$ cat src/verilog/gpcTile_cfg.svh
// region bit positions, region codes, memory depths and control register count
`ifndef GPC_TILE_CFG_SVH
`define GPC_TILE_CFG_SVH

//========================================
// fabric address region select
//========================================
`define REGION_MSB 23 // top region bit
`define REGION_LSB 22

// region codes, code 3 is unmapped
`define I_MEM_REGION 2'd0 // instruction memory
`define D_MEM_REGION 2'd1 // data memory
`define CR_REGION    2'd2 // control registers in dataMem

//========================================
// local memories
//========================================
`define I_MEM_WORDS 256 // 32b words
`define D_MEM_WORDS 256

// word index width, both memories
`define MEM_ADDR_W 8

//========================================
// control register bank
//========================================
`define CR_COUNT 4 // reg 0 is core id, rest scratch

`endif

$ cat src/verilog/gpcTilePkg.sv
// fabric opcode enum, fabric address union, fabric request/response and memory request structs
`include "gpcTile_cfg.svh"

package gpcTilePkg;

    //========================================
    // fabric opcodes
    //========================================
    typedef enum logic [1:0] {
        RD     = 2'b00, // read request
        WR     = 2'b01, // write, no response
        RD_RSP = 2'b10  // read response
    } tOpcode;

    // fabric address, raw word or decoded fields
    typedef union packed {
        logic [31:0] raw;
        struct packed {
            logic [31-`REGION_MSB-1:0]          unused;  // above region
            logic [`REGION_MSB-`REGION_LSB:0]   region;  // I / D / CR / unmapped
            logic [`REGION_LSB-3:0]             wordIdx; // 32b word inside region
            logic [1:0]                         byteOff; // ignored, word access only
        } fld;
    } tFabAddr;

    //========================================
    // fabric request / response
    //========================================
    typedef struct packed {
        logic        valid;
        tOpcode      opcode;
        tFabAddr     addr;
        logic [31:0] data; // write data
    } tFabReq;

    typedef struct packed {
        logic        valid;
        tOpcode      opcode; // always RD_RSP
        logic [31:0] addr;   // echo of request address
        logic [31:0] data;
    } tFabRsp;

    // fabric port to one memory
    typedef struct packed {
        logic                   rdEn;
        logic                   wrEn;
        logic [`MEM_ADDR_W-1:0] wordIdx;
        logic [31:0]            wrData;
    } tMemReq;

endpackage

$ cat src/verilog/fabricPort.sv
// fabric request sampling, region decode, memory request steering and read response register
`include "gpcTile_cfg.svh"

module fabricPort (
    input  logic               QClk,
    input  logic               rstN,
    input  gpcTilePkg::tFabReq fabReq,
    output gpcTilePkg::tFabRsp fabRsp,
    output gpcTilePkg::tMemReq iMemReq,
    output gpcTilePkg::tMemReq dMemReq,
    output logic               crSel,
    input  logic [31:0]        iMemRdData, // Q504
    input  logic [31:0]        dMemRdData  // Q504
);

    import gpcTilePkg::*;

    tFabReq                           reqQ503;
    logic                             rdEnQ503;
    logic                             wrEnQ503;
    logic                             iHitQ503;
    logic                             dHitQ503;
    logic                             crHitQ503;
    logic [`REGION_MSB-`REGION_LSB:0] regionQ504;
    logic [31:0]                      addrQ504;
    logic                             rspValidQ504;
    logic [31:0]                      rspDataQ504;

    //========================================
    // Q503 sample request
    //========================================
    always_ff @(posedge QClk) begin
        reqQ503 <= fabReq;
        if (!rstN) begin
            reqQ503.valid <= 1'b0; // payload kept as is
        end
    end

    assign rdEnQ503  = reqQ503.valid && (reqQ503.opcode == RD);
    assign wrEnQ503  = reqQ503.valid && (reqQ503.opcode == WR);
    assign iHitQ503  = (reqQ503.addr.fld.region == `I_MEM_REGION);
    assign dHitQ503  = (reqQ503.addr.fld.region == `D_MEM_REGION);
    assign crHitQ503 = (reqQ503.addr.fld.region == `CR_REGION);

    // steer to matching memory only, unmapped hits neither
    always_comb begin
        iMemReq.rdEn    = rdEnQ503 && iHitQ503;
        iMemReq.wrEn    = wrEnQ503 && iHitQ503;
        iMemReq.wordIdx = reqQ503.addr.fld.wordIdx[`MEM_ADDR_W-1:0];
        iMemReq.wrData  = reqQ503.data;
        dMemReq.rdEn    = rdEnQ503 && (dHitQ503 || crHitQ503); // CR lives in dataMem
        dMemReq.wrEn    = wrEnQ503 && (dHitQ503 || crHitQ503);
        dMemReq.wordIdx = reqQ503.addr.fld.wordIdx[`MEM_ADDR_W-1:0];
        dMemReq.wrData  = reqQ503.data;
    end

    assign crSel = crHitQ503; // level, qualified by dMemReq enables

    //========================================
    // Q504 memory read data
    //========================================
    always_ff @(posedge QClk) begin
        if (!rstN) begin
            rspValidQ504 <= 1'b0;
        end else begin
            rspValidQ504 <= rdEnQ503; // writes give no response
        end
    end

    always_ff @(posedge QClk) begin
        regionQ504 <= reqQ503.addr.fld.region; // selects read data
        addrQ504   <= reqQ503.addr.raw;        // echoed in response
    end

    always_comb begin
        case (regionQ504)
            `I_MEM_REGION: rspDataQ504 = iMemRdData;
            `D_MEM_REGION,
            `CR_REGION:    rspDataQ504 = dMemRdData;
            default:       rspDataQ504 = '0; // unmapped reads zero
        endcase
    end

    //========================================
    // response register
    //========================================
    always_ff @(posedge QClk) begin
        fabRsp.valid  <= rspValidQ504;
        fabRsp.opcode <= RD_RSP;
        fabRsp.addr   <= addrQ504;
        fabRsp.data   <= rspDataQ504;
        if (!rstN) begin
            fabRsp.valid <= 1'b0;
        end
    end

    // every response traces back to a sampled RD two stages earlier
    rspFromRd: assert property (
        @(posedge QClk) disable iff (!rstN) fabRsp.valid |-> $past(rdEnQ503, 2)
    ) else $error("fabricPort: response without sampled RD");

endmodule

$ cat config.mk
export PLATFORM = sky130hd
export DESIGN_NAME = fabricPort
export DESIGN_NICKNAME = d
export VERILOG_FILES = /design/src/verilog/gpcTilePkg.sv /design/src/verilog/fabricPort.sv
export VERILOG_INCLUDE_DIRS = /design/src /design/src/verilog
export SDC_FILE = /design/constraint.sdc
export NUM_CORES = 1
export LEC_CHECK = 0
export BUFFER_PORTS_ARGS = -buffer_cell sky130_fd_sc_hd__buf_2
export CORE_MARGIN = 2
export CORE_UTILIZATION = 30
export DETAILED_ROUTE_END_ITERATION = 7
export PLACE_DENSITY = 0.63
export SKIP_CTS_REPAIR_TIMING = 1
export SYNTH_ARGS = -nofsm -noshare
export SYNTH_HDL_FRONTEND = slang
export SYNTH_SLANG_ARGS = --single-unit
$ cat constraint.sdc
create_clock -name QClk -period 2.3 [get_ports QClk]
set_input_delay 0.115 -clock QClk [delete_from_list [all_inputs] [get_ports QClk]]
set_output_delay 0.115 -clock QClk [all_outputs]
set_load 0.1 [all_outputs]
==> summary.txt, run 1 <==
Outcome
  • Status: completed

STA
  • Unrepaired setup endpoints after global routing: no
  • Setup TNS: 0 ns
  • Final worst setup slack: 0.345 ns
  • Final slew viol count: 0
  • Max Freq: 0.512 GHz
  • Clock Skews: 0.00653 ns
  • Final Hold Viols: 0
  • Tightest Pin Transition: 1.14 ns
  • Slew margin rel.: 24.3%
  • Final period util: 85.0%
  • Hold WS: 0.000837 ns
  • # setup viols final: 0
  • Tmin final: 1.95 ns

Place
  • Final Wtd Congestion: 0.714
  • IO buf count: 282
  • Place WS: 0.411 ns
  • DP Wirelength: 7010 um
  • Inst Count DP: 718

Global routing
  • Vias in the first global route: 2,885
  • Initial antenna violation count: 0
  • First-pass GRT wire length: 13,500 um
  • Largest net degree at the start of global routing: 33
  • GRT overflow: 0
  • Gr usage total: 10.9%

Finish
  • Final non-filler cell total: 881
  • Final core utilization: 51.1%
  • Antenna diode count: 0
  • Fill count: 1,221
  • Final-stage net count: 821
  • Share of layout cells above drive strength 1: 45.9%
  • P&R area growth vs syn: 65.5%

Clock network
  • Worst-Skew Late Latency: 0.41 ns
  • CTS buffer count: 17
  • Bufs on Longest Clock Path: 2
  • CTS tree: built
  • Clock sinks: 165
  • Clk slew on worst S/H paths: 0.06 ns
  • Root Buffer: clkbuf_16
  • H-tree lvl count: 4

Drt
  • First-iteration detailed-routing DRC count: 63
  • DRC Markers: 0
  • Vias per cell: 4.02
  • Antenna Nets Post-Route: 0
  • Vias post-DR: 3,542
  • WL per Instance: 13.2 um
  • Wire length after detailed routing: 11,600 um
  • Detailed Routing Iterations Pass 1: 4

Floorplan
  • Width of the die: 126 um
  • Chip height: 126 um
  • CORE AREA: 14,600 sq um
  • Number of top-level pins: 285
  • DIE AREA: 16,000 sq um
  • Initial core utilization: 30.8%
  • Row count: 44

Critical path
  • Critical Path RT: 2.64 ns
  • Startpoint types: register
  • Crit path from: addrQ504[23]
  • Crit path max fanout: 32
  • Worst r2r src: addrQ504[23]
  • Arrival time at the worst endpoint: 2.30 ns
  • Crit path kind: register to register
  • Endpoint type of the worst setup path: register

Logic synthesis
  • Ys Warns: 0
  • Cell count after synthesis: 341
  • Distinct cells, synth: 15
  • Top cells by area, synth: dfxtp_1, buf_4, a22oi_1
  • Mapped Nets: 478
  • Synth Area per Inst: 13.2 sq um
  • Synth area leader: dfxtp_1
  • Synth top area share: 73.4%
  • #FFs+latches synth: 165
  • Sequential fraction of the synthesis area: 73.4%
  • Area of the mapped netlist: 4500 sq um

Min path
  • Hold Startpoint: dMemRdData[25]
  • Hold Path Class: input port to register

Power and ir drop
  • PD cells: 1060 nW/um^2
  • Leakage: 3.64 nW
  • Peak supply drop: 0.000452 V

Job
  • Max-cap violation count: 0
-- power by group --
part	leakage, nW	total (mW)	switching, mW	internal, mW
registers	1.39	3.09	0.0547	3.03
logic	1.93	1.75	1.38	0.374
clock network	0.320	3.06	1.17	1.89
total	3.64	7.90	2.61	5.30
-- cells in the mapped netlist, drive strengths merged --
library cell / count
dfxtp: 165
buf: 90
nor2: 34
a22oi: 32
ha: 4
inv: 4
nand2: 3
nor3: 3
and2: 2
conb: 2
clkbuf: 1
nand2b: 1
-- cell type report --
class,count,area [sq um],share of cell area [%]
sequential,165,3300,44.3
clock buffer,19,443,5.95
clock inverter,13,211,2.84
multi-input combinational,81,495,6.65
inverter,4,15.0,0.202
tap,184,230,3.09
timing repair buffer,415,2750,36.9
-- final timing paths --
| check | to | slack, ns | cells past startpoint |
|---|---|---|---|
| hold reg to reg | addrQ504[14] | 0.32 | 0 |
| setup reg to reg | fabRsp[4] | 0.35 | 4 |
| hold / removal | fabRsp[25] | 0.0008 | 3 |
| setup / recovery | fabRsp[4] | 0.35 | 4 |
-- worst max-delay path: stages (launching register included) --
cell     delay, ns
dfxtp_1       0.35
inv_1         0.05
ha_1          1.03
a22oi_1       0.29
nor2_1        0.15
-- per-stage QoR --
| step | cell area, sq um | power (mW) |
|---|---|---|
| after floorplan | 4510 | 4.54 |
| after global placement | 5480 | 4.71 |
| after detailed placement | 5480 | 4.72 |
| after CTS | 6140 | 7.81 |
| after global routing | 7450 | 8.16 |
| final | 7450 | 7.90 |
-- registers in the layout, summed over array words and instances, names as in the netlist --
signal,count
fabRsp,65
reqQ503,27
addrQ504,32
rspValidQ504,1
dMemReq,40
-- cells in the final DEF (no fill, tap or decap), types with 2 or more instances in the layout --
cell	instances
nand2_1	3
dlygate4sd3_1	131
nor2_1	34
clkinv_4	2
conb_1	2
ha_1	4
inv_6	4
a22oi_2	3
inv_8	2
inv_1	4
dfxtp_1	165
buf_2	282
nor3_2	2
clkbuf_16	17
and2_1	2
bufinv_16	4
a22oi_1	29
-- routing by layer --
| layer | global-route usage, % | vias up | part of all wire, % |
|---|---|---|---|
| met4 | 5.69 | 0 | 3.4 |
| met2 | 19.2 | 210 | 52 |
| met1 | 10.4 | 1599 | 35 |
| li1 | - | 1698 | - |
| met5 | 0 | - | 0 |
| met3 | 5.69 | 35 | 9.7 |
-- cell families after synthesis --
group                    share of synthesized area (%)
buffers and inverters                             15.8
flip-flops                                        73.4
AND/OR/NAND/NOR                                   3.84
adder cells (fa/ha/maj)                           1.11
AO/OA/AOI/OAI                                     5.67
other                                            0.167
Power figures use the tool's default switching activity.
==> run 2: changes to the inputs <==
==> constraint.sdc (replaced) <==
create_clock -name QClk -period 1.8 [get_ports QClk]
set_input_delay 0.09 -clock QClk [delete_from_list [all_inputs] [get_ports QClk]]
set_output_delay 0.09 -clock QClk [all_outputs]
set_load 0.1 [all_outputs]
==> run 2 against run 1 <==
Critical path type is now register to output pin. Wire length grew 5.7%. Utilization shrank 0.13 points. Worst setup slack lost 0.26 ns. Largest power group unchanged. First-iteration DRC count grew 110%. Final cell count grew 0.23%. Clock power grew 21%. Largest cell class unchanged. Highest routed layer unchanged.
==> summary.txt, run 2 (synthesized netlist as in run 1, its figures left out) <==
Power and ir drop
  • Peak supply drop: 0.000879 V (was 0.000452 V)
  • PD cells: 1330 nW/um^2 (was 1060 nW/um^2)
  • Leakage: 3.62 nW (was 3.64 nW)
  • Power Total: 9.90 mW (was 7.90 mW)

Floorplan
  • Chip height: 126 um (unchanged)
  • Initial core utilization: 30.8% (unchanged)
  • Width of the die: 126 um (unchanged)
  • CORE AREA: 14,600 sq um (unchanged)
  • Row count: 44 (unchanged)
  • DIE AREA: 16,000 sq um (unchanged)
  • Number of top-level pins: 285 (unchanged)

Clock network
  • Clock sinks: 165 (unchanged)
  • Root Buffer: clkbuf_16 (unchanged)
  • Worst-Skew Late Latency: 0.41 ns (about the same)
  • Bufs on Longest Clock Path: 2 (unchanged)
  • CTS tree: built (unchanged)
  • CTS buffer count: 17 (unchanged)
  • Clk slew on worst S/H paths: 0.06 ns (about the same)
  • H-tree lvl count: 4 (unchanged)

STA
  • Final period util: 95.4%
  • # setup viols final: 0 (unchanged)
  • Tmin final: 1.72 ns
  • Slew margin rel.: 63.4% (was 24.3%)
  • Max Freq: 0.582 GHz
  • Final worst setup slack: 0.0822 ns (was 0.345 ns)
  • Clock Skews: 0.00572 ns (was 0.00653 ns)
  • Final Hold Viols: 0 (unchanged)
  • Final slew viol count: 0 (unchanged)
  • Tightest Pin Transition: 0.553 ns (was 1.14 ns)

Drt
  • First-iteration detailed-routing DRC count: 134 (was 63)
  • Antenna Nets Post-Route: 0 (unchanged)
  • DRC Markers: 0 (unchanged)
  • Wire length after detailed routing: 12,300 um (was 11,600 um)
  • Vias post-DR: 3,610 (was 3,542)
  • Vias per cell: 4.09 (was 4.02)
  • Detailed Routing Iterations Pass 1: 4 (unchanged)
  • WL per Instance: 13.9 um (was 13.2 um)

Place
  • Place WS: 0.440 ns (was 0.411 ns)
  • Final Wtd Congestion: 0.713 (was 0.714)
  • IO buf count: 282 (unchanged)
  • DP Wirelength: 7350 um (was 7010 um)

Critical path
  • Crit path kind: register to output pin (was register to register)
  • Crit path max fanout: 3 (was 32)
  • Endpoint type of the worst setup path: output pin (was register)
  • Startpoint types: register (unchanged)
  • Arrival time at the worst endpoint: 1.63 ns (was 2.30 ns)
  • Critical Path RT: 1.71 ns (was 2.64 ns)

Finish
  • Antenna diode count: 0 (unchanged)
  • Multi-input logic area: 507 sq um (was 495 sq um)
  • Share of layout cells above drive strength 1: 46.2% (was 45.9%)
  • Top reg by flops: fabRsp (unchanged)
  • Final-stage net count: 823 (was 821)
  • Max reg flops: 65 (unchanged)
  • Register area: 3300 sq um (unchanged)
  • P&R area growth vs syn: 65.1% (was 65.5%)
  • Commonest non-fill, non-tap cell in the layout: buf_2 (unchanged)
  • Fill count: 1,223 (was 1,221)
  • Most frequent cells in the layout: buf_2, dfxtp_1, dlygate4sd3_1 (unchanged)

Min path
  • Hold Path Class: input port to register (unchanged)

Global routing
  • First-pass GRT wire length: 14,000 um (was 13,500 um)
  • Vias in the first global route: 2,871 (was 2,885)
  • Gr usage total: 11.7% (was 10.9%)
  • GRT overflow: 0 (unchanged)
  • Initial antenna violation count: 0 (unchanged)
  • Largest net degree at the start of global routing: 33 (unchanged)

Outcome
  • Status: completed (unchanged)

Job
  • Max-cap violation count: 0 (unchanged)
run 2: metrics by stage:
step	cell area [sq um]	cells	hold WS (ns)	TNS (ns)	util (%)
2_1_floorplan	4520	341	0.118	-0.152	-
3_3_place_gp	5500	720	0.192	0	37.7
3_5_place_dp	5500	720	0.194	0	37.7
4_1_cts	6110	752	-0.255	-0.0133	41.9
5_1_grt	7430	883	0.00738	-0.0696	50.9
6_report	7430	883	0.00551	0	50.9
run 2: report_power, final:
group / internal, mW / total (mW) / leakage, nW / switching [mW]
sequential: 3.88 / 3.95 / 1.39 / 0.0706
combinational: 0.477 / 2.25 / 1.94 / 1.78
clock: 2.25 / 3.70 / 0.295 / 1.45
total: 6.61 / 9.90 / 3.62 / 3.30
run 2: path summary, 6_finish.rpt:
check                 start           to  slack (ns)  cells past startpoint
max             reqQ503[55]  dMemReq[41]        0.08                      5
min          iMemRdData[23]   fabRsp[23]       0.006                      3
max reg2reg    addrQ504[22]   fabRsp[10]        0.36                      5
min reg2reg    addrQ504[31]   fabRsp[63]        0.32                      0
run 2: critical path, stage by stage, from the launching register on:
cell and delay (ns):
dfxtp_1 0.35, inv_1 0.05, ha_1 0.27, nand2_1 0.09, nor3_2 0.14, buf_4 0.32
run 2: layout make-up:
| type | instances | area share, % |
|---|---|---|
| clock inverters | 12 | 2.26 |
| multi-input cells | 81 | 6.82 |
| flip-flops and latches | 165 | 44.5 |
| inverters | 4 | 0.202 |
| well taps | 184 | 3.10 |
| repair buffers | 417 | 37.2 |
| clock buffers | 20 | 6.01 |
run 2: routing by layer:
metal,share of wire [%],GRT usage (%)
met3,9.5,5.99
met4,3.2,6.14
met2,52,19.8
met1,36,11.6
met5,0,0
